$ cat src/include/rvv_defs.svh
`ifndef RVV_DEFS_SVH
`define RVV_DEFS_SVH

// vector register geometry
`define RVV_VLEN 128
`define RVV_VLENB (`RVV_VLEN / 8)
`define RVV_NREGS 32

// major opcodes
`define RVV_OP_V 7'b1010111
`define RVV_OP_LOAD_FP 7'b0000111
`define RVV_OP_STORE_FP 7'b0100111

// minor opcodes on OP-V
`define RVV_F3_CFG 3'b111
`define RVV_F3_IVV 3'b000
`define RVV_F3_IVI 3'b011
`define RVV_F3_IVX 3'b100
`define RVV_F6_VMV 6'b010111

`endif

$ cat src/logic/rvv_pkg.sv
`default_nettype none
`include "rvv_defs.svh"

package rvv_pkg;

	typedef logic [`RVV_VLEN-1:0] vreg_t;

	// arithmetic/config layout
	typedef struct packed {
		logic [5:0] funct6;
		logic vm;
		logic [4:0] vs2;
		logic [4:0] vs1;	// also simm/uimm
		logic [2:0] funct3;
		logic [4:0] vd;
		logic [6:0] opcode;
	} rvv_opv_t;

	// load/store layout
	typedef struct packed {
		logic [2:0] nf;
		logic mew;
		logic [1:0] mop;
		logic vm;
		logic [4:0] lumop;	// sumop on stores
		logic [4:0] rs1;
		logic [2:0] width;
		logic [4:0] vd;	// vs3 on stores
		logic [6:0] opcode;
	} rvv_mem_t;

	typedef union packed {
		rvv_opv_t opv;
		rvv_mem_t mem;
	} rvv_insn_u;

	typedef enum logic [2:0] {
		cls_none,
		cls_vsetvli,
		cls_vsetivli,
		cls_vsetvl,
		cls_load,
		cls_store,
		cls_move
	} rvv_class_e;

	typedef struct packed {
		logic vill;
		logic [22:0] reserved;
		logic vma;
		logic vta;
		logic [2:0] vsew;
		logic [2:0] vlmul;
	} rvv_vtype_t;

endpackage

`default_nettype wire

$ cat src/logic/rvv_vregs.sv
`timescale 1ns/1ps
`default_nettype none
`include "rvv_defs.svh"

module rvv_vregs import rvv_pkg::*; (
	input logic clk,
	input logic wen_i,
	input logic [4:0] waddr_i,
	input vreg_t wdata_i,
	input logic [4:0] raddr1_i,
	input logic [4:0] raddr2_i,
	output vreg_t rdata1_o,
	output vreg_t rdata2_o
);
	vreg_t regs [`RVV_NREGS];

	always_ff @(posedge clk) begin
		if (wen_i) regs[waddr_i] <= wdata_i;
	end

	// asynchronous read ports
	assign rdata1_o = regs[raddr1_i];
	assign rdata2_o = regs[raddr2_i];

endmodule

`default_nettype wire

$ cat config.mk
export PLATFORM = sky130hd
export DESIGN_NAME = rvv_vregs
export DESIGN_NICKNAME = d
export VERILOG_FILES = /design/src/logic/rvv_pkg.sv /design/src/logic/rvv_vregs.sv
export VERILOG_INCLUDE_DIRS = /design/src /design/src/include
export SDC_FILE = /design/constraint.sdc
export NUM_CORES = 2
export LEC_CHECK = 0
export BUFFER_PORTS_ARGS = -buffer_cell sky130_fd_sc_hd__buf_2
export CORE_ASPECT_RATIO = 0.9
export CORE_MARGIN = 3
export CORE_UTILIZATION = 63
export DETAILED_ROUTE_END_ITERATION = 8
export MAX_ROUTING_LAYER = met4
export PLACE_DENSITY = 0.8
export SLEW_MARGIN = 20
export SYNTH_ARGS = -nofsm -noshare
export SYNTH_HDL_FRONTEND = slang
export SYNTH_SLANG_ARGS = --single-unit
$ cat constraint.sdc
create_clock -name clk -period 9.45 [get_ports clk]
set_input_delay 0.4725 -clock clk [delete_from_list [all_inputs] [get_ports clk]]
set_output_delay 0.4725 -clock clk [all_outputs]
set_load 0.005 [all_outputs]
==> flow_metrics.tcl <==
set metrics [dict create \
    outcome "finished, final reports clean" \
    drv_slew 0 \
    cp.required_ns 8.98 \
    hpwlAfterDp_um 282000 \
    largestRegisters "regs: 4096 flops" \
    p_int_mw 30.6 \
    layout-drive-gt1-share_pct 35.4 \
    largest_register "regs" \
    cts_tree "yes" \
    power.leakage_nw 62.1 \
    max_stage_delay_ns 1.13 \
    coreArea_um2 287000 \
    wl_per_cell_um 43.3 \
    grt.total_usage_pct 39.2 \
    setup_slack_ns 3.64 \
    hold_depth 1 \
    clockBufferDepth 4 \
    synth.cell_area_um2 182000 \
    viasPerCell 8.28 \
    crit_arrival_ns 5.33 \
    seq_area_um2 123000 \
    finalSetupTns_ns 0 \
    hold_viol 0 \
    min_period_over_period_pct 61.4 \
    clk_pin_slew_ns 0.06 \
    drt_iter0_markers 21000 \
    fin_cells 13000 \
    cts_setup_buffers 0 \
    grt_pass1_vias 108000 \
    dr.pass1.iters 8 \
    antenna_found_initial 64 \
    totalWireLength_um 564000 \
    synth_nets 8566 \
    synth_cells 8421 \
    ys_ff_latch 4096 \
    yosys_warnings 0 \
    preCtsSetupSlack_ns 4.01 \
    synth_area_per_cell_um2 21.7 \
    cap_violations 0 \
    critPathSlowestCell "nor4_1" \
    nNetsFinal 8931 \
    cp.buffers_inverters 4 \
    fillCellCount 16200 \
    cp_max_fo 43 \
    power.switching_mw 8.82 \
    highest_layer "met4" \
    ios 401 \
    worst_pin_slew_ns 1.33 \
    grt_start_max_net_pins 153 \
    htree_levels 5 \
    num_rows 186 \
    hold_class "primary input to flip-flop" \
    fp.dieArea_um2 296000 \
    place.gp.congestion 0.850 \
    grt_pass1_wl_um 797000 \
    met3RoutedLength_um 82300 \
    path_cells "buf_2 -> buf_4 -> nand2b_1 -> or2_4 -> buf_4 -> o22ai_1 -> nor4_1 -> buf_2" \
    drt.antenna.violating_nets 0 \
    chipHeight_um 516 \
    ys_types 31 \
    largest_reg_flops 4096 \
    vias 108000 \
    placed_cells_incl_taps 12200 \
    cp.depth 8 \
    crit_path_start_kind "primary input" \
    relSlewSlack_pct 10.5 \
    cts_sinks 4096 \
    cts-root-buf "clkbuf_16" \
    cts_inserted_buffers 395 \
    rsz0062_at_grt "no" \
    combPwrFrac_pct 7.7 \
    power.share.clock_pct 40.7 \
    cp_top_family "simple AND/OR/NAND/NOR gates" \
    cp-end-kind "output port" \
    power.density_nw_per_um2 196 \
    portBuffers 400 \
    path_class "primary input to output port" \
    setup_viol 0 \
    grt-ovfl-total 0 \
    synth.yosys.seq_area_share_pct 67.4 \
    wl_met1_um 176000 \
    route.met2.wl_um 267000 \
    period_needed_ns 5.81 \
    p_seq_share_pct 51.6 \
    die_w_um 573 \
    multi_input_area_um2 55600 \
    p_sw_share_pct 22.4 \
    timing.fmax_mhz 172 \
    start_util_pct 63.6 \
    vdd_drop_max_mv 0.182 \
    drc 0 \
    area_delta_synth_final_pct 10.4 \
]
-- metrics by stage --
step / hold WS (ns) / total power, mW / instance area (µm²) / util (%)
2_1_floorplan: 0.571 / 22.5 / 182000 / -
3_3_place_gp: 0.942 / 23.5 / 188000 / 65.4
3_5_place_dp: 0.963 / 23.6 / 188000 / 65.5
4_1_cts: 0.000158 / 39.3 / 201000 / 70.1
5_1_grt: 0.0521 / 40.2 / 201000 / 70.2
6_report: 0.0549 / 39.4 / 201000 / 70.2
-- metal layers --
layer / up-vias / GRT usage, %
li1: 38800 / -
met1: 55400 / 49.4
met2: 11500 / 58.1
met3: 2226 / 10.3
met4: 0 / 23.7
met5: - / -
-- logic make-up (layout without fill, tap and decap cells) --
| family | Yosys count | in the layout | synth area share (%) |
|---|---|---|---|
| buf+inv | 701 | 1375 | 2.35 |
| compound gates | 1072 | 1072 | 3.75 |
| other cells | 0 | 73 | 0 |
| simple gates | 408 | 408 | 1.29 |
| flops | 4096 | 4096 | 67.4 |
| mux | 2144 | 2144 | 25.2 |
-- cell usage in the layout, fill, tap and decap left out, types with 3 or more instances in the layout --
cell type	count
edfxtp_1	4096
mux4_2	1952
o22ai_1	928
clkbuf_16	401
buf_2	396
nor4_1	217
mux2i_1	192
buf_4	167
a22oi_1	128
clkinv_2	78
clkinv_1	74
diode_2	73
clkbuf_1	60
buf_12	55
nand3_1	50
bufinv_16	50
dlygate4sd3_1	44
nor2_4	33
nand4_1	24
clkinvlp_4	20
nand2_1	19
a21oi_1	16
nor4_2	13
inv_6	10
nand3b_1	8
clkinv_4	8
nor2_1	5
buf_16	5
or2_4	4
nor2b_1	4
nor2b_4	3
nand2_4	3
or3b_2	3
-- power by group through the flow --
stage | combinational (mW) | clock, mW | sequential, mW
floorplan | 1.83 | 0 | 20.7
global placement | 2.86 | 0 | 20.7
detailed placement | 2.92 | 0 | 20.7
CTS | 2.97 | 16.0 | 20.3
global route | 3.14 | 16.7 | 20.3
finish | 3.03 | 16.0 | 20.3
-- Yosys cell counts (all sizes together) --
cell type / count / area [µm²]
nand2b: 3 / 18.8
or2: 4 / 25.0
nand2: 22 / 82.6
a21oi: 16 / 80.1
or3b: 4 / 35.0
nor4: 232 / 1450
a22oi: 128 / 961
o22ai: 928 / 5810
and3: 2 / 12.5
edfxtp: 4096 / 123000
or3: 3 / 18.8
buf: 545 / 3690
and2: 4 / 25.0
mux4: 1952 / 44000
nor2: 40 / 153
nor3b: 1 / 7.51
and3b: 1 / 8.76
nor3: 1 / 5.00
nand3: 52 / 260
nor2b: 7 / 43.8
clkbuf: 156 / 586
nand3b: 8 / 60.1
mux2i: 192 / 1920
nand4: 24 / 150
-- layout make-up --
cell class | instances | area share (%)
clock inverters | 245 | 1.29
diodes | 73 | 0.0907
well taps | 3854 | 2.39
repair buffers | 669 | 2.46
flip-flops and latches | 4096 | 61.1
multi-input cells | 3624 | 27.6
clock buffers | 461 | 5.10
-- worst paths after layout --
check,start,slack (ns),to
hold / removal,wdata_i[0],0.05,regs[12][0]$_DFFE_PP_
setup / recovery,raddr1_i[1],3.64,rdata1_o[51]
-- repair_timing --
action                                 CTS  global route
resized for setup                        0             0
hold buffers                            44             0
endpoints found under the hold margin  810             0
Note: power is estimated with default switching activity, not from simulation.
