$ cat src/include/rvv_defs.svh
`ifndef RVV_DEFS_SVH
`define RVV_DEFS_SVH

// vector register geometry
`define RVV_VLEN 128
`define RVV_VLENB (`RVV_VLEN / 8)
`define RVV_NREGS 32

// major opcodes
`define RVV_OP_V 7'b1010111
`define RVV_OP_LOAD_FP 7'b0000111
`define RVV_OP_STORE_FP 7'b0100111

// minor opcodes on OP-V
`define RVV_F3_CFG 3'b111
`define RVV_F3_IVV 3'b000
`define RVV_F3_IVI 3'b011
`define RVV_F3_IVX 3'b100
`define RVV_F6_VMV 6'b010111

`endif

$ cat src/logic/rvv_pkg.sv
`default_nettype none
`include "rvv_defs.svh"

package rvv_pkg;

	typedef logic [`RVV_VLEN-1:0] vreg_t;

	// arithmetic/config layout
	typedef struct packed {
		logic [5:0] funct6;
		logic vm;
		logic [4:0] vs2;
		logic [4:0] vs1;	// also simm/uimm
		logic [2:0] funct3;
		logic [4:0] vd;
		logic [6:0] opcode;
	} rvv_opv_t;

	// load/store layout
	typedef struct packed {
		logic [2:0] nf;
		logic mew;
		logic [1:0] mop;
		logic vm;
		logic [4:0] lumop;	// sumop on stores
		logic [4:0] rs1;
		logic [2:0] width;
		logic [4:0] vd;	// vs3 on stores
		logic [6:0] opcode;
	} rvv_mem_t;

	typedef union packed {
		rvv_opv_t opv;
		rvv_mem_t mem;
	} rvv_insn_u;

	typedef enum logic [2:0] {
		cls_none,
		cls_vsetvli,
		cls_vsetivli,
		cls_vsetvl,
		cls_load,
		cls_store,
		cls_move
	} rvv_class_e;

	typedef struct packed {
		logic vill;
		logic [22:0] reserved;
		logic vma;
		logic vta;
		logic [2:0] vsew;
		logic [2:0] vlmul;
	} rvv_vtype_t;

endpackage

`default_nettype wire

$ cat src/logic/rvv_decoder.sv
`timescale 1ns/1ps
`default_nettype none
`include "rvv_defs.svh"

module rvv_decoder import rvv_pkg::*; (
	input rvv_insn_u pcpi_insn_i,
	output rvv_class_e class_o,
	output logic [4:0] vd_o,
	output logic [4:0] vs1_o,
	output logic [4:0] vs2_o,
	output logic [4:0] imm_o,
	output logic [1:0] eew_o,	// 0:8 1:16 2:32 bit elements
	output logic [1:0] move_src_o	// 0 vector, 1 scalar, 2 immediate
);
	logic width_ok;
	logic unit_stride;

	assign vd_o = pcpi_insn_i.opv.vd;
	assign vs1_o = pcpi_insn_i.opv.vs1;
	assign vs2_o = pcpi_insn_i.opv.vs2;
	assign imm_o = pcpi_insn_i.opv.vs1;

	// plain unmasked unit-stride, single field
	assign unit_stride = (pcpi_insn_i.mem.nf == 3'd0) && !pcpi_insn_i.mem.mew &&
		(pcpi_insn_i.mem.mop == 2'd0) && (pcpi_insn_i.mem.lumop == 5'd0) && pcpi_insn_i.mem.vm;

	always_comb begin
		eew_o = 2'd0;
		width_ok = 1'b1;
		case (pcpi_insn_i.mem.width)
			3'b000: eew_o = 2'd0;
			3'b101: eew_o = 2'd1;
			3'b110: eew_o = 2'd2;
			default: width_ok = 1'b0;	// 64 bit and scalar fp widths
		endcase
	end

	always_comb begin
		class_o = cls_none;
		move_src_o = 2'd0;
		case (pcpi_insn_i.opv.opcode)
			`RVV_OP_V: begin
				if (pcpi_insn_i.opv.funct3 == `RVV_F3_CFG) begin
					if (!pcpi_insn_i.opv.funct6[5])
						class_o = cls_vsetvli;
					else if (pcpi_insn_i.opv.funct6[5:4] == 2'b11)
						class_o = cls_vsetivli;
					else if ({pcpi_insn_i.opv.funct6, pcpi_insn_i.opv.vm} == 7'b1000000)
						class_o = cls_vsetvl;
				end else if (pcpi_insn_i.opv.funct6 == `RVV_F6_VMV && pcpi_insn_i.opv.vm &&
						pcpi_insn_i.opv.vs2 == 5'd0) begin
					case (pcpi_insn_i.opv.funct3)
						`RVV_F3_IVV: begin
							class_o = cls_move;
							move_src_o = 2'd0;
						end
						`RVV_F3_IVX: begin
							class_o = cls_move;
							move_src_o = 2'd1;
						end
						`RVV_F3_IVI: begin
							class_o = cls_move;
							move_src_o = 2'd2;
						end
						default: ;
					endcase
				end
			end
			`RVV_OP_LOAD_FP: if (unit_stride && width_ok) class_o = cls_load;
			`RVV_OP_STORE_FP: if (unit_stride && width_ok) class_o = cls_store;
			default: ;
		endcase
	end

endmodule

`default_nettype wire

$ cat config.mk
export PLATFORM = sky130hd
export DESIGN_NAME = rvv_decoder
export DESIGN_NICKNAME = d
export VERILOG_FILES = /design/src/logic/rvv_pkg.sv /design/src/logic/rvv_decoder.sv
export VERILOG_INCLUDE_DIRS = /design/src /design/src/include
export SDC_FILE = /design/constraint.sdc
export NUM_CORES = 1
export LEC_CHECK = 0
export BUFFER_PORTS_ARGS = -buffer_cell sky130_fd_sc_hd__buf_4
export CORE_AREA = 2 2 39 41
export DETAILED_ROUTE_END_ITERATION = 16
export DIE_AREA = 0 0 41 43
export PLACE_DENSITY = 0.8
export SYNTH_ARGS = -nofsm -noshare
export SYNTH_HDL_FRONTEND = slang
export SYNTH_SLANG_ARGS = --single-unit
$ cat constraint.sdc
create_clock -name vclk -period 1.6
set_input_delay 0.08 -clock vclk [all_inputs]
set_output_delay 0.08 -clock vclk [all_outputs]
set_load 0.01 [all_outputs]
==> impl_metrics.ini <==
[sta]
fin_crit_ns = 1.49
relSlewSlack = 0.819
rsz0062_at_grt = no
finalMaxSlewViolations = 0
layout_setup_ws_ns = 0.109
setup_violations = 0
post-route-period-util = 0.932
fin_tns_setup_ns = 0
worstMarginPinSlew_ns = 0.270
finalHoldViolCount = 0
clock.fmax_ghz = 0.671

[cells_and_area]
clockBufferCount = 0
seq_cells = 0
final_cell_count_no_fill = 83
num_antenna_cells = 0
area_growth_pct = 38.4
nNetsFinal = 101
layout.area.seq_um2 = 0
drive_gt1_frac = 0.672

[synth]
synth_largest_area_cell = buf_4
syn_nets = 85
synth-xor-area-share = 0
yosys-top-cells-area = buf_4, nor3_4, nand2_1
yosys.area_share.simple = 0.480
syn_area_per_cell_um2 = 7.13
syn_inst = 53
synthMuxAreaShare = 0
ys_types = 26
synth_top_cell_area_share = 0.397
synth_top_family_by_area = simple AND/OR/NAND/NOR gates
synth_compound_area_frac = 0.113
ys_warn_count = 0
seq_area_frac_synth = 0
synth-adder-area-share = 0
netlist_area_um2 = 378

[global_routing]
antenna_found_initial = 0
overflow = 0
grt_pass1_wl_mm = 1.32
track_usage = 0.101
grt_pass1_vias = 350
grt_start_max_net_pins = 8

[floorplanning]
start_util = 0.273
die-area_um2 = 1760
die_width_um = 41
die_h_um = 43
num_io_pins = 59
core_region_area_um2 = 1380
rows = 14

[setup_path]
path_buf_inv = 2
critPathKind = primary input to output pin
crit_chain = buf_4 -> or4b_4 -> nor3_4 -> nand2_2 -> nor4b_2 -> buf_4
slowest_stage = or4b_4
path_delay_family = simple AND/OR/NAND/NOR gates
cp_common_cell = buf_4
cp-start-kind = primary input
path_max_fanout = 2
end_kind = output pin
cp.arrival_ns = 1.41
critPathRequiredTime_ns = 1.52
max_stage_delay_ns = 0.56

[pwr]
ir_drop_mv = 0.0737
powerDensity_nw_per_um2 = 174
p_leak_nw = 0.250

[placed_design]
detailedPlace.worstSlack_ns = 0.0624
port-buffer-count = 34
hpwl_um = 812
placed_cells = 83
place_congestion = 0.773

[clock_network]
post_cts_buffers = 0
holdBufCountCts = 0
ctsResizeCount = 0

[min_path]
hold_end = vd_o[0]
hold_class = primary input to output pin
holdPathStages = 0
hp-start = pcpi_insn_i[7]

[route]
routed_via_density = 4.75
drt_iter0_markers = 4
num_vias = 394
post_drt_wl_per_cell_um = 10.9
drt_wl_total_um = 907
dr.pass1.iters = 4
drc = 0
drtAntennaViolNets = 0

[run_status]
status = complete, no violations

[flow_run]
drv_cap = 0
[power breakdown]
| part | internal (W) | leakage [nW] | switching [W] | total, W |
|---|---|---|---|---|
| Combinational | 0.0000553 | 0.250 | 0.0000359 | 0.0000912 |
| Clock | 0 | 0 | 0 | 0 |
| Sequential | 0 | 0 | 0 | 0 |
| Total | 0.0000553 | 0.250 | 0.0000359 | 0.0000912 |
[stage by stage]
step | utilization | hold WS [ns] | total power, W | cell area, um^2
global route | 0.378 | 0.160 | 0.0000997 | 523
detailed placement | 0.363 | 0.160 | 0.0000892 | 503
floorplan | - | 0.194 | 0.0000704 | 378
global placement | 0.363 | 0.160 | 0.0000866 | 503
CTS | 0.363 | 0.160 | 0.0000894 | 503
finish | 0.378 | 0.160 | 0.0000912 | 523
[layout by cell type, fill, tap and decap left out, drive strengths merged, types with 2 or more instances in the layout]
cell    n
o21ai   2
nand2   5
nor3    2
a21oi   2
buf    34
and4b   2
nor2    4
or4     2
o31ai   2
[layout make-up]
| type | instances | area [um^2] |
|---|---|---|
| multi-input combinational | 32 | 244 |
| tap | 16 | 20.0 |
| inverter | 1 | 3.75 |
| fill | 156 | 861 |
| timing repair buffer | 34 | 255 |
[cells in the mapped netlist (2+ instances only)]
cell     count
nand2_1      4
buf_4       20
a21oi_1      2
o31ai_1      2
nor2_1       4
[cells by family (layout without fill, tap and decap cells)]
family,count (synthesis),after routing
buf+inv,21,35
compound gates,7,7
simple gates,25,25
[layer usage]
| metal | share of wire | up-vias | routed length (um) | track usage |
|---|---|---|---|---|
| met5 | 0 | - | 0 | 0 |
| met4 | 0.0099 | 0 | 9 | 0.0333 |
| met3 | 0.099 | 4 | 90 | 0.0105 |
| met2 | 0.51 | 14 | 464 | 0.178 |
| met1 | 0.38 | 174 | 343 | 0.117 |
| li1 | - | 202 | - | - |
[worst max path at each step]
| stage | startpoint | end | slack (ns) | depth (start not counted) |
|---|---|---|---|---|
| after floorplan | pcpi_insn_i[20] | move_src_o[0] | 0.27 | 4 |
| after global placement | pcpi_insn_i[20] | move_src_o[0] | 0.08 | 6 |
| after detailed placement | pcpi_insn_i[26] | class_o[0] | 0.06 | 6 |
| after CTS | pcpi_insn_i[26] | class_o[0] | 0.04 | 6 |
| after global routing | pcpi_insn_i[29] | move_src_o[0] | 0.02 | 6 |
| final | pcpi_insn_i[29] | move_src_o[0] | 0.11 | 6 |
No activity file was read; power rests on OpenSTA's default activity.
