$ cat config.mk
export PLATFORM = sky130hd
export DESIGN_NAME = rvv_csr
export DESIGN_NICKNAME = d
export VERILOG_FILES = /design/src/logic/rvv_pkg.sv /design/src/logic/rvv_csr.sv
export VERILOG_INCLUDE_DIRS = /design/src /design/src/include
export SDC_FILE = /design/constraint.sdc
export NUM_CORES = 1
export LEC_CHECK = 0
export BUFFER_PORTS_ARGS = -buffer_cell sky130_fd_sc_hd__buf_2
export CELL_PAD_IN_SITES_DETAIL_PLACEMENT = 1
export CELL_PAD_IN_SITES_GLOBAL_PLACEMENT = 1
export CORE_AREA = 2 2 101 103
export DETAILED_ROUTE_END_ITERATION = 10
export DIE_AREA = 0 0 103 105
export PLACE_DENSITY = 0.83
export REMOVE_ABC_BUFFERS = 1
export SYNTH_ARGS = -nofsm -noshare
export SYNTH_HDL_FRONTEND = slang
export SYNTH_SLANG_ARGS = --single-unit
$ cat constraint.sdc
create_clock -name clk -period 4.6 [get_ports clk]
set_input_delay 0.92 -clock clk [delete_from_list [all_inputs] [get_ports clk]]
set_output_delay 0.92 -clock clk [all_outputs]
set_load 0.02 [all_outputs]
$ cat src/include/rvv_defs.svh
`ifndef RVV_DEFS_SVH
`define RVV_DEFS_SVH

// vector register geometry
`define RVV_VLEN 128
`define RVV_VLENB (`RVV_VLEN / 8)
`define RVV_NREGS 32

// major opcodes
`define RVV_OP_V 7'b1010111
`define RVV_OP_LOAD_FP 7'b0000111
`define RVV_OP_STORE_FP 7'b0100111

// minor opcodes on OP-V
`define RVV_F3_CFG 3'b111
`define RVV_F3_IVV 3'b000
`define RVV_F3_IVI 3'b011
`define RVV_F3_IVX 3'b100
`define RVV_F6_VMV 6'b010111

`endif

$ cat src/logic/rvv_pkg.sv
`default_nettype none
`include "rvv_defs.svh"

package rvv_pkg;

	typedef logic [`RVV_VLEN-1:0] vreg_t;

	// arithmetic/config layout
	typedef struct packed {
		logic [5:0] funct6;
		logic vm;
		logic [4:0] vs2;
		logic [4:0] vs1;	// also simm/uimm
		logic [2:0] funct3;
		logic [4:0] vd;
		logic [6:0] opcode;
	} rvv_opv_t;

	// load/store layout
	typedef struct packed {
		logic [2:0] nf;
		logic mew;
		logic [1:0] mop;
		logic vm;
		logic [4:0] lumop;	// sumop on stores
		logic [4:0] rs1;
		logic [2:0] width;
		logic [4:0] vd;	// vs3 on stores
		logic [6:0] opcode;
	} rvv_mem_t;

	typedef union packed {
		rvv_opv_t opv;
		rvv_mem_t mem;
	} rvv_insn_u;

	typedef enum logic [2:0] {
		cls_none,
		cls_vsetvli,
		cls_vsetivli,
		cls_vsetvl,
		cls_load,
		cls_store,
		cls_move
	} rvv_class_e;

	typedef struct packed {
		logic vill;
		logic [22:0] reserved;
		logic vma;
		logic vta;
		logic [2:0] vsew;
		logic [2:0] vlmul;
	} rvv_vtype_t;

endpackage

`default_nettype wire

$ cat src/logic/rvv_csr.sv
`timescale 1ns/1ps
`default_nettype none
`include "rvv_defs.svh"

module rvv_csr import rvv_pkg::*; (
	input logic clk,
	input logic resetn,
	input logic start_i,
	input rvv_class_e class_i,
	input logic [10:0] zimm_i,
	input logic [4:0] uimm_i,
	input logic rs1_nz_i,
	input logic rd_nz_i,
	input logic [31:0] rs1_i,
	input logic [31:0] rs2_i,
	output rvv_vtype_t vtype_o,
	output logic [31:0] vl_o,
	output logic done_o
);
	localparam rvv_vtype_t VTYPE_ILLEGAL = rvv_vtype_t'(32'h8000_0000);

	rvv_vtype_t new_vtype;
	logic rsvd_bad;
	logic new_vill;
	logic [31:0] elems;	// VLEN / SEW
	logic [31:0] vlmax;
	logic [31:0] avl;

	always_comb begin
		new_vtype = '0;
		if (class_i == cls_vsetvl) begin
			new_vtype = rvv_vtype_t'(rs2_i);
		end else begin
			new_vtype.vma = zimm_i[7];
			new_vtype.vta = zimm_i[6];
			new_vtype.vsew = zimm_i[5:3];
			new_vtype.vlmul = zimm_i[2:0];
		end

		case (class_i)
			cls_vsetvl: rsvd_bad = new_vtype.vill || (|new_vtype.reserved);
			cls_vsetivli: rsvd_bad = |zimm_i[9:8];
			default: rsvd_bad = |zimm_i[10:8];
		endcase

		elems = 32'(`RVV_VLENB) >> new_vtype.vsew;
		case (new_vtype.vlmul)
			3'b100: vlmax = 32'd0;	// reserved lmul
			3'b101: vlmax = elems >> 3;
			3'b110: vlmax = elems >> 2;
			3'b111: vlmax = elems >> 1;
			default: vlmax = elems << new_vtype.vlmul[1:0];
		endcase

		// 64 bit and wider sew not supported
		new_vill = rsvd_bad || (new_vtype.vsew > 3'd2) || (vlmax == 32'd0);

		if (class_i == cls_vsetivli)
			avl = {27'd0, uimm_i};
		else if (rs1_nz_i)
			avl = rs1_i;
		else if (rd_nz_i)
			avl = '1;	// request vlmax
		else
			avl = vl_o;	// keep current vl
	end

	always_ff @(posedge clk) begin
		if (!resetn) begin
			vtype_o <= VTYPE_ILLEGAL;
			vl_o <= 32'd0;
		end else if (start_i) begin
			if (new_vill) begin
				vtype_o <= VTYPE_ILLEGAL;
				vl_o <= 32'd0;
			end else begin
				vtype_o <= new_vtype;
				vl_o <= (avl < vlmax) ? avl : vlmax;
			end
		end
	end

	assign done_o = start_i;	// single cycle update

endmodule

`default_nettype wire

==> flow_metrics.py <==
metrics = {
    "worst_hold_path": {
        "worst_hold_path_type": "flop to flop",
        "whs_path_depth": 2,
        "min_to": "vtype_o[0]",
        "hold_start": "vtype_o[0]",
    },
    "global_route": {
        "grt_max_degree": 65,
        "grt_pass1_wl_mm": 15.44,
        "grt_usage": 0.1793,
        "overflow": 0,
        "antenna_found_initial": 0,
        "grt_pass1_vias": 3244,
    },
    "pwr": {
        "clkPwrFrac": 0.383,
        "p_per_area_nw_per_um2": 278.3,
        "pwr-share-seq": 0.487,
        "swShare": 0.2714,
        "combPwrFrac": 0.129,
        "p_leak_nw": 1.978,
        "p_int_mw": 0.8295,
        "p_sw_mw": 0.3090,
        "power.total_mw": 1.139,
        "ir_drop_uv": 228.1,
    },
    "route": {
        "drc": 0,
        "drtAntennaViolNets": 0,
        "totalWireLength_mm": 9.574,
        "drt_iter0_drc": 89,
        "dr.pass1.iters": 6,
        "avgViaCountPerCell": 4.881,
        "num_vias": 3085,
        "wire_per_inst_um": 15.15,
    },
    "synth": {
        "synth_xor_xnor_area_share": 0.008585,
        "synthCells": 351,
        "synth-simple-area-share": 0.3144,
        "yosysSeqAreaShare": 0.4186,
        "synth_most_common_cell": "dfxtp_1",
        "synth_compound_area_frac": 0.1329,
        "synthMuxAreaShare": 0.05151,
        "avgSynthCellArea_um2": 8.719,
        "synth_common_cells": "dfxtp_1 (64), and2_1 (50), nand2_1 (31), nor2_1 (25)",
        "synth_async_sr_flop_share": 0,
        "ys_warn_count": 0,
        "syn_area_um2": 3060,
        "synth_ff_type": "dfxtp_1",
        "synth_edf_count": 0,
        "ys_seq_elements": 64,
        "yosys-top-cells-area": "dfxtp_1 (42%), and2_1 (10%), mux2i_1 (4.3%)",
        "synth_top_family_by_area": "simple AND/OR/NAND/NOR gates",
        "ys_types": 54,
        "yosysTopAreaCell": "dfxtp_1",
        "synthAdderAreaFrac": 0.02862,
        "yosys.area.top_type_share": 0.4186,
    },
    "finish": {
        "final_nets": 589,
        "fin_util": 0.4245,
        "final_layout_size_suffix_gt1_frac": 0.3707,
        "n_antenna_cell": 0,
        "num-fill-cells": 1227,
        "fin_area_um2": 4091,
        "fin_cells": 632,
        "syn_to_final_growth_pct": 33.69,
    },
    "job": {
        "max-cap-violations": 0,
    },
    "floorplan": {
        "fp.dieW_um": 103,
        "start_util": 0.3175,
        "fp-row-count": 36,
        "core_area_um2": 9639,
        "die-area_um2": 10820,
        "die_h_um": 105,
        "ios": 153,
    },
    "setup_path": {
        "reg2reg_from": "vl_o[4]",
        "critPathArrivalTime_ns": 4.14,
        "path_class": "input port to flop",
        "r2r_cells": 12,
        "r2r_slack_ns": 1.86,
        "crit_buf_inv": 3,
        "reg2reg_to": "vl_o[0]",
        "end_kind": "flop",
        "crit_top_cell": "mux2i_1",
        "crit_fanout": 22,
        "slowest_stage": "mux2i_1",
        "critical_path.max_stage_delay_ns": 0.47,
        "cpLargestDelayFamily": "simple AND/OR/NAND/NOR gates",
        "required_ns": 4.80,
        "crit_chain": "buf_2, nand3b_4, mux2i_1, nor2b_1, nand2_1, nor2_1, inv_1, ha_1, and4_1, a21oi_1, nand3_1, a211oi_2, buf_4, mux2i_1, o21ai_2",
        "startpoint_type": "input port",
    },
    "clocking": {
        "tritoncts": "built",
        "cts.repair.resized": 0,
        "clk_path_buf_depth": 2,
        "clockRootBuffer": "clkbuf_8",
        "clock_sinks": 64,
        "post-cts-setup-buffers": 0,
        "htree_levels": 3,
        "clkSlewWorstSetupHoldPaths_ns": 0.07,
        "cts_buffers": 9,
        "insertion_delay_ns": 0.33,
        "cts_hold_buf": 0,
    },
    "placement": {
        "place.port_buffers": 152,
        "place_inst": 616,
        "dp_hpwl_mm": 7.472,
        "place_congestion": 0.8337,
        "dp_slack_ns": 0.3418,
        "dpl_cell_area_um2": 3910,
    },
    "sta": {
        "report.final.hold_viol_count": 0,
        "setup_violations": 0,
        "rsz0062_at_grt": "no",
        "whs_ns": 0.4499,
        "maxSlewHeadroom": 0.2244,
        "setup_ws_ns": 0.6605,
        "worst_pin_slew_ns": 1.161,
        "period_needed_ns": 3.939,
        "finalMaxSlewViolations": 0,
        "fin_crit_sh": 0.8564,
        "fmax_mhz": 253.8,
        "setup-tns-final_ns": 0,
        "skew_ns": 0.006725,
    },
    "run_status": {
        "status": "completed",
    },
}
## sequential cells by signal, indices dropped and copies added, names as in the netlist
name and flops:
vtype_o 32, vl_o 32
## power groups by stage
| stage | clock (mW) | combinational (mW) | sequential (mW) |
|---|---|---|---|
| finish | 0.436 | 0.147 | 0.555 |
| global route | 0.481 | 0.165 | 0.555 |
| CTS | 0.458 | 0.148 | 0.555 |
| detailed placement | 0 | 0.148 | 0.568 |
| global placement | 0 | 0.141 | 0.568 |
| floorplan | 0 | 0.0691 | 0.568 |
## kinds of logic after synthesis
kind of cell | after synthesis
multiplexers | 15
buffers and inverters | 31
AND/OR/NAND/NOR | 168
AO/OA/AOI/OAI | 63
flip-flops | 64
adder cells (fa/ha/maj) | 7
XOR/XNOR | 3
## area by class of cell
cell class                 instances  area [um^2]  area share
multi-input combinational        256         1653      0.4040
sequential                        64         1281      0.3132
timing repair buffer             154        775.7      0.1896
tap                              133        166.4     0.04067
clock buffer                      10        137.6     0.03364
clock inverter                     6        43.79     0.01070
inverter                           9        33.78    0.008257
## worst max-delay path by stage
stage / from / end / slack [ns] / cells after the start
detailed placement: class_i[2] / vl_o[0] / 0.34 / 15
finish: class_i[2] / vl_o[0] / 0.66 / 15
floorplan: class_i[0] / vl_o[5] / 0.82 / 9
global placement: class_i[2] / vl_o[0] / 0.59 / 15
CTS: class_i[2] / vl_o[0] / 0.70 / 15
global route: class_i[2] / vl_o[0] / 0.37 / 15
## routing by layer
layer  up-vias  GRT usage  part of all wire
met3        12    0.06020             0.066
met4         0    0.05733             0.015
met2        92     0.3089              0.49
met5         -          0                 0
li1       1521          -                 -
met1      1460     0.2053              0.43
## cell usage in the layout (no fill, tap or decap), types with 2 or more instances in the layout
cell type  synthesis  layout
and3_1             2       2
buf_4              1       2
nand3b_1           6       6
a41oi_1            2       2
ha_1               7       7
a22oi_1            2       2
nor3_1             2       2
mux2i_1           13      13
inv_1              9       9
nand4b_1           2       2
a31o_2             2       2
nor4_1            18      18
a21oi_1           15      15
o311ai_1           2       2
buf_2              3     152
or3_1              3       3
o21ai_2            4       4
nand3_1            4       4
xor2_1             3       3
clkbuf_8           0      10
clkinv_2           0       2
nand2b_1           7       7
a31oi_1            5       5
mux2i_2            2       2
nor2b_1            4       3
nand2_1           31      31
o21ai_0           18      18
and2_1            50      50
or4_1              2       2
dfxtp_1           64      64
nor4b_1            3       3
nor2_1            25      25
clkinv_4           0       2
## worst min-delay path, stage by stage, from the launching register on
cell and delay [ns]:
dfxtp_1 0.32, nand2_1 0.04, o21ai_0 0.05
(Power assumes the default switching activity.)
