`src/include/rvv_defs.svh`:
```
`ifndef RVV_DEFS_SVH
`define RVV_DEFS_SVH

// vector register geometry
`define RVV_VLEN 128
`define RVV_VLENB (`RVV_VLEN / 8)
`define RVV_NREGS 32

// major opcodes
`define RVV_OP_V 7'b1010111
`define RVV_OP_LOAD_FP 7'b0000111
`define RVV_OP_STORE_FP 7'b0100111

// minor opcodes on OP-V
`define RVV_F3_CFG 3'b111
`define RVV_F3_IVV 3'b000
`define RVV_F3_IVI 3'b011
`define RVV_F3_IVX 3'b100
`define RVV_F6_VMV 6'b010111

`endif

```
`src/logic/rvv_pkg.sv`:
```
`default_nettype none
`include "rvv_defs.svh"

package rvv_pkg;

	typedef logic [`RVV_VLEN-1:0] vreg_t;

	// arithmetic/config layout
	typedef struct packed {
		logic [5:0] funct6;
		logic vm;
		logic [4:0] vs2;
		logic [4:0] vs1;	// also simm/uimm
		logic [2:0] funct3;
		logic [4:0] vd;
		logic [6:0] opcode;
	} rvv_opv_t;

	// load/store layout
	typedef struct packed {
		logic [2:0] nf;
		logic mew;
		logic [1:0] mop;
		logic vm;
		logic [4:0] lumop;	// sumop on stores
		logic [4:0] rs1;
		logic [2:0] width;
		logic [4:0] vd;	// vs3 on stores
		logic [6:0] opcode;
	} rvv_mem_t;

	typedef union packed {
		rvv_opv_t opv;
		rvv_mem_t mem;
	} rvv_insn_u;

	typedef enum logic [2:0] {
		cls_none,
		cls_vsetvli,
		cls_vsetivli,
		cls_vsetvl,
		cls_load,
		cls_store,
		cls_move
	} rvv_class_e;

	typedef struct packed {
		logic vill;
		logic [22:0] reserved;
		logic vma;
		logic vta;
		logic [2:0] vsew;
		logic [2:0] vlmul;
	} rvv_vtype_t;

endpackage

`default_nettype wire

```
`src/logic/rvv_lsu.sv`:
```
`timescale 1ns/1ps
`default_nettype none
`include "rvv_defs.svh"

module rvv_lsu import rvv_pkg::*; (
	input logic clk,
	input logic resetn,
	input logic start_i,
	input logic store_i,
	input logic [1:0] eew_i,
	input logic [4:0] vd_i,
	input logic [31:0] base_i,
	input logic [31:0] vl_i,
	input logic vill_i,
	input vreg_t vreg_rdata_i,
	output logic [4:0] vreg_raddr_o,
	output logic [4:0] vreg_waddr_o,
	output logic vreg_wen_o,
	output vreg_t vreg_wdata_o,
	output logic mem_req_o,
	output logic mem_we_o,
	output logic [31:0] mem_addr_o,
	output logic [31:0] mem_wdata_o,
	output logic [3:0] mem_strb_o,
	input logic [31:0] mem_rdata_i,
	input logic mem_done_i,
	output logic done_o
);
	localparam int VLENB_SH = $clog2(`RVV_VLENB);

	logic active;	// elements still to transfer
	logic req_q;
	logic [31:0] idx;	// current element
	logic empty;
	logic last;
	logic [2:0] elem_sh;	// log2 of elements per register
	logic [31:0] reg_ofs;
	logic [VLENB_SH-1:0] byte_pos;
	logic [31:0] addr;
	logic [1:0] lane;
	logic [3:0] strb_base;
	logic [31:0] elem_bits;
	logic [31:0] mem_elem;
	logic [31:0] st_elem;

	assign empty = vill_i || (vl_i == 32'd0);
	assign last = (idx + 32'd1 == vl_i);

	// element index to register and byte position
	assign elem_sh = 3'(VLENB_SH) - {1'b0, eew_i};
	assign reg_ofs = idx >> elem_sh;
	assign byte_pos = VLENB_SH'((idx & ((32'd1 << elem_sh) - 32'd1)) << eew_i);

	assign addr = base_i + (idx << eew_i);
	assign lane = addr[1:0];	// aligned by requirement

	always_comb begin
		case (eew_i)
			2'd0: begin
				strb_base = 4'b0001;
				elem_bits = 32'h0000_00ff;
			end
			2'd1: begin
				strb_base = 4'b0011;
				elem_bits = 32'h0000_ffff;
			end
			default: begin
				strb_base = 4'b1111;
				elem_bits = 32'hffff_ffff;
			end
		endcase
	end

	assign vreg_raddr_o = vd_i + reg_ofs[4:0];
	assign vreg_waddr_o = vreg_raddr_o;	// load is read-modify-write of the same register

	// load path: merge the addressed lanes into the register
	assign mem_elem = (mem_rdata_i >> {lane, 3'b000}) & elem_bits;
	assign vreg_wdata_o = (vreg_rdata_i & ~(vreg_t'(elem_bits) << {byte_pos, 3'b000})) |
		(vreg_t'(mem_elem) << {byte_pos, 3'b000});
	assign vreg_wen_o = req_q && !store_i && mem_done_i;

	// store path: element moved onto its byte lanes
	assign st_elem = 32'(vreg_rdata_i >> {byte_pos, 3'b000}) & elem_bits;
	assign mem_wdata_o = st_elem << {lane, 3'b000};
	assign mem_strb_o = strb_base << lane;

	assign mem_req_o = req_q;
	assign mem_we_o = req_q && store_i;
	assign mem_addr_o = addr;

	always_ff @(posedge clk) begin
		if (!resetn) begin
			active <= 1'b0;
			req_q <= 1'b0;
			idx <= 32'd0;
		end else if (start_i) begin
			idx <= 32'd0;
			active <= !empty;
			req_q <= !empty;
		end else if (req_q) begin
			if (mem_done_i) begin
				req_q <= 1'b0;	// one idle cycle between elements
				idx <= idx + 32'd1;
				if (last) active <= 1'b0;
			end
		end else if (active) begin
			req_q <= 1'b1;
		end
	end

	// vill or vl = 0 finishes at once
	assign done_o = (start_i && empty) || (req_q && mem_done_i && last);

endmodule

`default_nettype wire

```
`config.mk`:
```
export PLATFORM = sky130hd
export DESIGN_NAME = rvv_lsu
export DESIGN_NICKNAME = d
export VERILOG_FILES = /design/src/logic/rvv_pkg.sv /design/src/logic/rvv_lsu.sv
export VERILOG_INCLUDE_DIRS = /design/src /design/src/include
export SDC_FILE = /design/constraint.sdc
export NUM_CORES = 1
export LEC_CHECK = 0
export BUFFER_PORTS_ARGS = -buffer_cell sky130_fd_sc_hd__buf_2
export CAP_MARGIN = 30
export CORE_AREA = 2 2 203 185
export CTS_CLUSTER_SIZE = 8
export DETAILED_ROUTE_END_ITERATION = 16
export DIE_AREA = 0 0 205 187
export PLACE_DENSITY = 0.66
export SLEW_MARGIN = 20
export SYNTH_ARGS = -nofsm -noshare
export SYNTH_HDL_FRONTEND = slang
export SYNTH_SLANG_ARGS = --single-unit
```
`constraint.sdc`:
```
create_clock -name clk -period 11.8 [get_ports clk]
set_input_delay 0.59 -clock clk [delete_from_list [all_inputs] [get_ports clk]]
set_output_delay 0.59 -clock clk [all_outputs]
set_load 0.005 [all_outputs]
```
==> reports/results.ini <==
[outcome]
status=completed

[synthesis]
synth.largest_area_cell=mux4_2
synth_edf_count=0
synth_compound_area_share_pct=30.1
synth-xor-area-share_pct=6.07
synthMuxAreaShare_pct=23.7
synthCells=1768
ys_warn_count=0
syn_avg_cell_area_um2=7.10
synth_cell_types=70
ys_seq_area_share_pct=5.43
synthSimpleGateAreaFrac_pct=24.3
synth-async-reset-ratio_pct=0
synth_adder_area_share_pct=4.31
synth-main-ff-cell=dfxtp_1
synth_top_family_by_area=compound AO/OA/AOI/OAI gates
synth_nets=2047
synth_top_area_share_pct=11.0
synth_area_mm2=0.0125
ys_ff_latch=34
netlist_top_cells_area=mux4_2 11%, mux2i_1 11%, nand2_1 8.0%

[cells_and_area]
ff_latch_area_um2=681
drive_above_1_share_pct=28.0
area_growth_syn_to_layout_pct=21.7
nNetsFinal=2374
final_common_cell=buf_2
fillCellCount=3846
multi_input_area_mm2=0.0111
final_cell_mix=446 x buf_2, 265 x nand2_1, 134 x mux2i_1

[clocking]
hold_buffers=0
post_cts_resized=0
clockBufferDepth=2
path_clk_slew_ns=0.06
cts-buffers-inserted=5
postCtsSetupBuffers=0
tritoncts=done
h-tree-depth=2
cts_sinks=34
cts_root_buf=clkbuf_16
insertion_delay_ns=0.28

[grt]
antenna_found_initial=18
overflow=0
grt_pass1_vias=15800
grtUsageTotal_pct=34.6
grt_pass1_wl_mm=101
grt_max_degree=167

[worst_hold_path]
whs_path_depth=2
min_path_type=reg2reg
hp-start=active
whs_endpoint=active

[sta]
setup_viol=0
rsz0062_at_grt=false
fin_skew_ns=0.00362
timing.fmax_mhz=129
maxSlewHeadroom_pct=20.0
final-hold-violation-count=0
fin_crit_sh_pct=65.6
worst_pin_slew_ns=1.20
maxSlewViolCount=0
fin_crit_ns=7.74
tns_ns=0

[power_and_ir_drop]
p_total_uw=694
ir_drop_uv=42.3
powerDensity_mw_per_mm2=45.5
p_leak_nw=6.23

[routing]
vias=17200
drtIter0Drc=2443
drcViolationCount=0
wl_per_cell_um=27.2
drtPass1Iterations=9
via_per_inst=6.61
ant_nets=0
finalWirelength_mm=70.6

[setup_path]
arrival_ns=7.15
critPathCaptureType=output pin
required_ns=11.21
r2r_slack_ns=8.01
cp-start-kind=input port
worst-path-max-fanout=70
critical_path_class=in2out
r2r-end=active
rr_worst_depth=8
r2r-start=idx[7]

[floorplan]
dieArea_mm2=0.0383
core_mm2=0.0366
initial_core_util_pct=34.3
rows=67
io_pins=447
die_h_um=187
die_w_um=205

[placed_design]
gp_congestion=1.06
port_buffers=446
place_hpwl_mm=53.6

[job]
maxCapViolCount=0

-- registers in the layout (all words and copies together), names as in the netlist --
name,count
active,1
idx,32
mem_req_o,1
-- cells by family after synthesis --
kind of cell,count (synthesis)
DFF,34
and+or+nand+nor,652
adders and majority gates,42
muxes,218
AOI/OAI and AO/OA,547
xor gates and xnor gates,87
buffers and inverters,188
-- stage by stage --
stage / util, % / area [um^2] / setup slack [ns] / cells / hold WS [ns]
final: 41.8 / 15300 / 4.06 / 2595 / 0.485
after global routing: 41.7 / 15200 / 3.92 / 2589 / 0.505
after CTS: 41.6 / 15200 / 4.40 / 2576 / 0.483
after detailed placement: 41.0 / 15000 / 4.39 / 2568 / 0.471
after global placement: 41.0 / 15000 / 4.67 / 2567 / 0.455
after floorplan: - / 12500 / 6.37 / 1768 / 0.440
-- how the worst max path moves through the flow --
| stage | startpoint | endpoint | slack, ns |
|---|---|---|---|
| after global routing | eew_i[1] | vreg_wdata_o[30] | 3.92 |
| after floorplan | eew_i[0] | vreg_wdata_o[31] | 6.37 |
| after CTS | eew_i[1] | vreg_wdata_o[126] | 4.40 |
| after detailed placement | eew_i[1] | vreg_wdata_o[126] | 4.39 |
| final | eew_i[1] | vreg_wdata_o[84] | 4.06 |
| after global placement | eew_i[1] | vreg_wdata_o[89] | 4.67 |
-- synth_stat cells, types with 7 or more instances --
| master | number |
|---|---|
| nand2_1 | 266 |
| mux2i_1 | 134 |
| o21ai_0 | 125 |
| nor2_1 | 108 |
| a22o_1 | 105 |
| a21oi_1 | 102 |
| clkbuf_1 | 97 |
| nand3_1 | 92 |
| mux4_2 | 61 |
| xnor2_1 | 53 |
| ha_1 | 40 |
| nor3_1 | 35 |
| dfxtp_1 | 34 |
| xor2_1 | 34 |
| inv_1 | 31 |
| a211oi_1 | 27 |
| a22oi_1 | 27 |
| buf_2 | 27 |
| nor4_1 | 24 |
| and2_1 | 23 |
| mux2_2 | 23 |
| buf_1 | 22 |
| nand2b_1 | 21 |
| nor2b_1 | 20 |
| a221o_1 | 16 |
| a21o_1 | 15 |
| a311oi_1 | 15 |
| o22ai_1 | 15 |
| o2bb2ai_1 | 15 |
| a31oi_1 | 14 |
| nand4_1 | 13 |
| or3_1 | 13 |
| o211ai_1 | 9 |
| and3_1 | 8 |
| buf_4 | 8 |
| o31ai_1 | 8 |
| a221oi_1 | 7 |
| a222oi_1 | 7 |
| o21a_1 | 7 |
-- metal layers --
metal  track usage (%)  routed length [um]
met1              43.6               26600
met2              53.1               30500
met3              9.22                8730
met4              19.7                4730
met5                 0                  36
-- layout make-up --
class	instances	area share [%]
multi-input cells	1546	73.0
repair buffers	475	16.2
flip-flops and latches	34	4.46
well taps	483	3.96
inverters	33	0.828
clock buffers	5	0.820
clock inverters	3	0.451
diodes	16	0.262
-- power breakdown --
| part | switching, mW | internal, mW | leakage, nW |
|---|---|---|---|
| registers | 0.000638 | 0.115 | 0.274 |
| clock network | 0.0521 | 0.121 | 0.0941 |
| logic | 0.245 | 0.160 | 5.86 |
| total | 0.297 | 0.397 | 6.23 |
-- critical path, stage by stage --
cell and delay [ns]:
buf_2 0.64, clkinv_1 0.54, nand2_2 0.14, buf_4 0.68, inv_4 0.53, ha_2 0.38
fa_2 0.53, buf_4 0.58, nor2b_1 0.40, buf_4 0.30, nand2_1 0.07, o21ai_0 0.09
nand2b_1 0.15, o22ai_1 0.12, a22o_1 0.29, a222oi_1 0.65, inv_1 0.20, buf_2 0.19
No activity file was read; power rests on OpenSTA's default activity.
