**config.mk**
```make
export PLATFORM = sky130hd
export DESIGN_NAME = rvv_move_unit
export DESIGN_NICKNAME = d
export VERILOG_FILES = /design/src/logic/rvv_pkg.sv /design/src/logic/rvv_move_unit.sv
export VERILOG_INCLUDE_DIRS = /design/src /design/src/include
export SDC_FILE = /design/constraint.sdc
export NUM_CORES = 1
export LEC_CHECK = 0
export ABC_AREA = 1
export BUFFER_PORTS_ARGS = -buffer_cell sky130_fd_sc_hd__buf_4
export CAP_MARGIN = 20
export CORE_AREA = 2 2 202 204
export CTS_BUF_LIST = sky130_fd_sc_hd__clkbuf_8 sky130_fd_sc_hd__clkbuf_16
export CTS_CLUSTER_DIAMETER = 150
export DETAILED_ROUTE_END_ITERATION = 6
export DIE_AREA = 0 0 204 206
export PLACE_DENSITY_LB_ADDON = 0.1
export RECOVER_POWER = 25
export SLEW_MARGIN = 25
export SYNTH_ARGS = -nofsm -noshare
export SYNTH_HDL_FRONTEND = slang
export SYNTH_SLANG_ARGS = --single-unit
```
**constraint.sdc**
```tcl
create_clock -name clk -period 5.3 [get_ports clk]
set_input_delay 0.53 -clock clk [delete_from_list [all_inputs] [get_ports clk]]
set_output_delay 0.53 -clock clk [all_outputs]
set_load 0.01 [all_outputs]
```
**src/include/rvv_defs.svh**
```systemverilog
`ifndef RVV_DEFS_SVH
`define RVV_DEFS_SVH

// vector register geometry
`define RVV_VLEN 128
`define RVV_VLENB (`RVV_VLEN / 8)
`define RVV_NREGS 32

// major opcodes
`define RVV_OP_V 7'b1010111
`define RVV_OP_LOAD_FP 7'b0000111
`define RVV_OP_STORE_FP 7'b0100111

// minor opcodes on OP-V
`define RVV_F3_CFG 3'b111
`define RVV_F3_IVV 3'b000
`define RVV_F3_IVI 3'b011
`define RVV_F3_IVX 3'b100
`define RVV_F6_VMV 6'b010111

`endif

```
**src/logic/rvv_pkg.sv**
```systemverilog
`default_nettype none
`include "rvv_defs.svh"

package rvv_pkg;

	typedef logic [`RVV_VLEN-1:0] vreg_t;

	// arithmetic/config layout
	typedef struct packed {
		logic [5:0] funct6;
		logic vm;
		logic [4:0] vs2;
		logic [4:0] vs1;	// also simm/uimm
		logic [2:0] funct3;
		logic [4:0] vd;
		logic [6:0] opcode;
	} rvv_opv_t;

	// load/store layout
	typedef struct packed {
		logic [2:0] nf;
		logic mew;
		logic [1:0] mop;
		logic vm;
		logic [4:0] lumop;	// sumop on stores
		logic [4:0] rs1;
		logic [2:0] width;
		logic [4:0] vd;	// vs3 on stores
		logic [6:0] opcode;
	} rvv_mem_t;

	typedef union packed {
		rvv_opv_t opv;
		rvv_mem_t mem;
	} rvv_insn_u;

	typedef enum logic [2:0] {
		cls_none,
		cls_vsetvli,
		cls_vsetivli,
		cls_vsetvl,
		cls_load,
		cls_store,
		cls_move
	} rvv_class_e;

	typedef struct packed {
		logic vill;
		logic [22:0] reserved;
		logic vma;
		logic vta;
		logic [2:0] vsew;
		logic [2:0] vlmul;
	} rvv_vtype_t;

endpackage

`default_nettype wire

```
**src/logic/rvv_move_unit.sv**
```systemverilog
`timescale 1ns/1ps
`default_nettype none
`include "rvv_defs.svh"

module rvv_move_unit import rvv_pkg::*; (
	input logic clk,
	input logic resetn,
	input logic start_i,
	input logic [1:0] src_i,
	input logic [4:0] vd_i,
	input logic [4:0] vs1_i,
	input logic [4:0] imm_i,
	input logic [31:0] rs1_i,
	input rvv_vtype_t vtype_i,
	input logic [31:0] vl_i,
	input vreg_t vreg_rdata1_i,
	input vreg_t vreg_rdata2_i,
	output logic [4:0] vreg_raddr1_o,
	output logic [4:0] vreg_raddr2_o,
	output logic vreg_wen_o,
	output vreg_t vreg_wdata_o,
	output logic done_o
);
	logic active;
	logic [2:0] k;	// register within the group
	logic [31:0] remaining;	// body elements not yet written
	logic [2:0] group_max;
	logic [31:0] epr;	// elements per register
	logic [31:0] body_bits;
	logic [31:0] scalar;
	vreg_t splat;
	vreg_t src_data;
	vreg_t body_mask;

	// fractional lmul still occupies one register
	assign group_max = vtype_i.vlmul[2] ? 3'd0 : 3'((4'd1 << vtype_i.vlmul[1:0]) - 4'd1);
	assign epr = 32'(`RVV_VLENB) >> vtype_i.vsew;
	assign body_bits = remaining << ({2'b00, vtype_i.vsew} + 5'd3);

	assign scalar = (src_i == 2'd2) ? {27'd0, imm_i} : rs1_i;

	always_comb begin
		case (vtype_i.vsew)
			3'd0: splat = {`RVV_VLENB{scalar[7:0]}};
			3'd1: splat = {(`RVV_VLENB / 2){scalar[15:0]}};
			default: splat = {(`RVV_VLENB / 4){scalar}};
		endcase
	end

	assign src_data = (src_i == 2'd0) ? vreg_rdata1_i : splat;
	assign body_mask = (body_bits >= 32'(`RVV_VLEN)) ? '1 : ~({`RVV_VLEN{1'b1}} << body_bits);

	assign vreg_raddr1_o = vs1_i + {2'b00, k};
	assign vreg_raddr2_o = vd_i + {2'b00, k};	// old contents for the tail
	assign vreg_wdata_o = (src_data & body_mask) | (vreg_rdata2_i & ~body_mask);
	assign vreg_wen_o = active;

	always_ff @(posedge clk) begin
		if (!resetn) begin
			active <= 1'b0;
			k <= 3'd0;
			remaining <= 32'd0;
		end else if (start_i) begin
			active <= 1'b1;
			k <= 3'd0;
			remaining <= vl_i;
		end else if (active) begin
			k <= k + 3'd1;
			remaining <= (remaining > epr) ? remaining - epr : 32'd0;
			if (k == group_max) active <= 1'b0;
		end
	end

	assign done_o = active && (k == group_max);

endmodule

`default_nettype wire

```
==> flow_metrics.py <==
metrics = {
    "worst_hold_path": {
        "worstHoldPathType": "input pin to register",
        "hold_start": "resetn",
    },
    "synthesis": {
        "async_reset_ff_share_pct": 0,
        "yosys_most_used_dff": "dfxtp_1",
        "yosysWarnings": 0,
        "synth_cells": 1553,
        "avgSynthCellArea_um2": 5.00,
        "ys_ff_latch": 36,
        "synth_edf_count": 0,
        "synth_area_um2": 7760,
        "ys_seq_area_share_pct": 9.29,
        "syn-num-nets": 1945,
        "synth_cell_types": 49,
    },
    "worst_setup_path": {
        "endpoint_kind": "primary output",
        "reg2reg_slack_ps": 1780,
        "reg2reg_from": "remaining[0]",
        "required_ps": 4770,
        "crit_arrival_ps": 4390,
        "critPathMaxFanout": 33,
        "path_class": "input pin to primary output",
        "cp-startpoint": "vtype_i[3]",
        "startpoint_type": "input pin",
    },
    "layout": {
        "final_cells": 2527,
        "fillCellCount": 4766,
        "diodes": 0,
        "final_net_count": 2387,
        "ff_latch_area_um2": 721,
        "drive_above_1_share_pct": 26.7,
        "multi_input_area_um2": 6250,
        "stdcell_area_um2": 12000,
        "syn2layout_area_growth_pct": 55.1,
    },
    "status": {
        "status": "finished, violations left",
        "violations": "capacitance limit, slew limit",
    },
    "routing": {
        "wl_per_cell_um": 22.2,
        "wirelength_mm": 56.0,
        "viasPerCell": 4.85,
        "drt-initial-drc-count": 897,
        "drcViolationCount": 0,
        "drt_first_pass_iters": 5,
        "vias": 12249,
        "ant_nets": 0,
    },
    "sta": {
        "rsz0062_at_grt": "false",
        "fmax_ghz": 0.203,
        "slew_violations": 36,
        "timing.final.crit_share_pct": 92.9,
        "max_slew_margin_pct": -6.36,
        "fin_worst_skew_ps": 6.37,
        "worst_slew_pin_slew_ps": 1600,
        "min_period_ps": 4920,
        "totalNegativeSetupSlack_ps": 0,
        "finalHoldViolations": 0,
        "setup_violations": 0,
    },
    "floorplanning": {
        "row_count": 74,
        "die_y_um": 206,
        "start_util_pct": 19.3,
        "die_w_um": 204,
        "core_um2": 40200,
        "ios": 512,
        "die_area_um2": 42000,
    },
    "grt": {
        "grtUsageTotal_pct": 25.3,
        "antenna_found_initial": 4,
        "grt_pass1_vias": 11273,
        "grt_pass1_wl_mm": 78.5,
        "grt_max_degree": 136,
        "gr-total-overflow": 0,
    },
    "cts": {
        "cts_tree": "done",
        "clk_latency_ps": 290,
        "clkTransAtPathRegs_ps": 60,
        "postCtsSetupRepairBufs": 0,
        "cts_max_level": 2,
        "cts_buffer_depth": 2,
        "clock-sinks": 36,
        "numCtsBuffers": 5,
        "cts_hold_buf": 0,
        "ctsResizeCount": 0,
        "cts_root_buf": "clkbuf_16",
    },
    "power_and_ir_drop": {
        "powerDensity_nw_per_um2": 147,
        "ir_worst_vdd_mv": 0.123,
        "leakage_nw": 6.27,
    },
    "placed_design": {
        "gp_congestion": 0.920,
        "post-place-cells": 2520,
        "dp_hpwl_mm": 47.4,
        "portBuffers": 485,
        "place_area_um2": 12000,
    },
    "job": {
        "maxCapViolCount": 1,
    },
}
==> logic make-up (layout without fill, tap and decap cells) <==
group / Yosys count / count (layout) / synth area share (%)
XOR/XNOR: 23 / 23 / 2.60
adder cells (fa/ha/maj): 20 / 20 / 3.51
AND/OR/NAND/NOR: 953 / 953 / 50.8
flip-flops: 36 / 36 / 9.29
AO/OA/AOI/OAI: 320 / 320 / 23.2
buffers and inverters: 199 / 641 / 10.3
multiplexers: 2 / 2 / 0.258
==> cell usage after synthesis, types with 2 or more instances <==
| library cell | number | area share [%] |
|---|---|---|
| inv_1 | 111 | 5.4 |
| nand3_1 | 174 | 11 |
| o21ai_0 | 94 | 6.1 |
| a22oi_1 | 19 | 1.8 |
| xnor2_1 | 6 | 0.68 |
| clkbuf_1 | 48 | 2.3 |
| inv_2 | 6 | 0.29 |
| o22ai_1 | 7 | 0.56 |
| buf_1 | 3 | 0.15 |
| o21ai_1 | 13 | 0.84 |
| clkinv_1 | 3 | 0.15 |
| a21o_1 | 3 | 0.29 |
| xor2_1 | 17 | 1.9 |
| o21a_1 | 8 | 0.77 |
| mux2i_1 | 2 | 0.26 |
| nor3_1 | 7 | 0.45 |
| buf_4 | 4 | 0.39 |
| nor2_8 | 2 | 0.52 |
| nor2_1 | 152 | 7.4 |
| o211ai_1 | 2 | 0.19 |
| nand4_1 | 16 | 1.3 |
| dfxtp_1 | 36 | 9.3 |
| fa_1 | 3 | 0.77 |
| nor2_2 | 3 | 0.24 |
| buf_2 | 23 | 1.5 |
| o32ai_1 | 3 | 0.34 |
| nand2_1 | 582 | 28 |
| ha_1 | 17 | 2.7 |
| nand2_2 | 3 | 0.24 |
| a21oi_1 | 115 | 7.4 |
| a21boi_0 | 3 | 0.29 |
| a31oi_1 | 43 | 3.5 |
| or2_2 | 6 | 0.48 |
| a32o_1 | 3 | 0.39 |
| o41ai_1 | 2 | 0.23 |
==> flip-flops by register name (all words and copies together), names as in the netlist <==
signal      flops
remaining      32
k               3
vreg_wen_o      1
==> critical path, stage by stage <==
cell and delay (ps):
buf_4 320, inv_2 110, ha_1 360, clkinv_2 320, nand3_1 220, nand3_1 110
nand2_1 160, nor2_1 70, nand3_1 70, nand2_1 60, nand2_2 150, nor2_8 90
nand2_4 210, nor2_2 80, buf_4 180, nor2_1 330, buf_4 290, inv_1 70
a21oi_1 250, nand2_1 80, o21ai_0 120, buf_4 180
==> layout by cell type (no fill, tap or decap), types with 17 or more instances in the layout <==
cell type and count:
nor2_1 151, o21ai_0 92, nand2_1 582, a31oi_1 43, nand3_1 174, xor2_1 17, inv_1 111, buf_4 498
dfxtp_1 36, a21oi_1 115, a22oi_1 19, ha_1 17
==> routing by layer <==
layer  vias up  global-route usage (%)  wire length, um
met5         -                       0               36
met4         6                    5.51             1310
met3        45                    4.89             3910
met2       437                    42.4            26300
met1      5732                    33.5            24500
li1       6029                       -                -
==> final cells by class <==
type | count | share of cell area, %
sequential | 36 | 5.99
multi-input combinational | 1318 | 51.9
tap | 532 | 5.53
inverter | 120 | 3.75
clock buffer | 5 | 1.04
clock inverter | 2 | 0.104
timing repair buffer | 514 | 31.7
==> path summary, 6_finish.rpt <==
kind,to,cells past startpoint
setup reg to reg,remaining[19],15
hold / removal,remaining[30],2
setup / recovery,vreg_wdata_o[97],22
hold reg to reg,remaining[26],2
==> report_power, final <==
| part | total, W | switching [W] | internal, W |
|---|---|---|---|
| Sequential | 0.000325 | 0.0000349 | 0.000290 |
| Clock | 0.000293 | 0.000122 | 0.000171 |
| Combinational | 0.00115 | 0.000655 | 0.000498 |
==> through the flow <==
step / setup WS, ps / total power (W) / hold WS [ps] / util, %
CTS: 388 / 0.00179 / 504 / 30.1
global route: 17.2 / 0.00190 / 520 / 30.0
detailed placement: 404 / 0.00149 / 521 / 29.8
global placement: 339 / 0.00150 / 522 / 29.8
finish: 377 / 0.00177 / 511 / 30.0
floorplan: 1550 / 0.000859 / 491 / -
(Power assumes the default switching activity.)
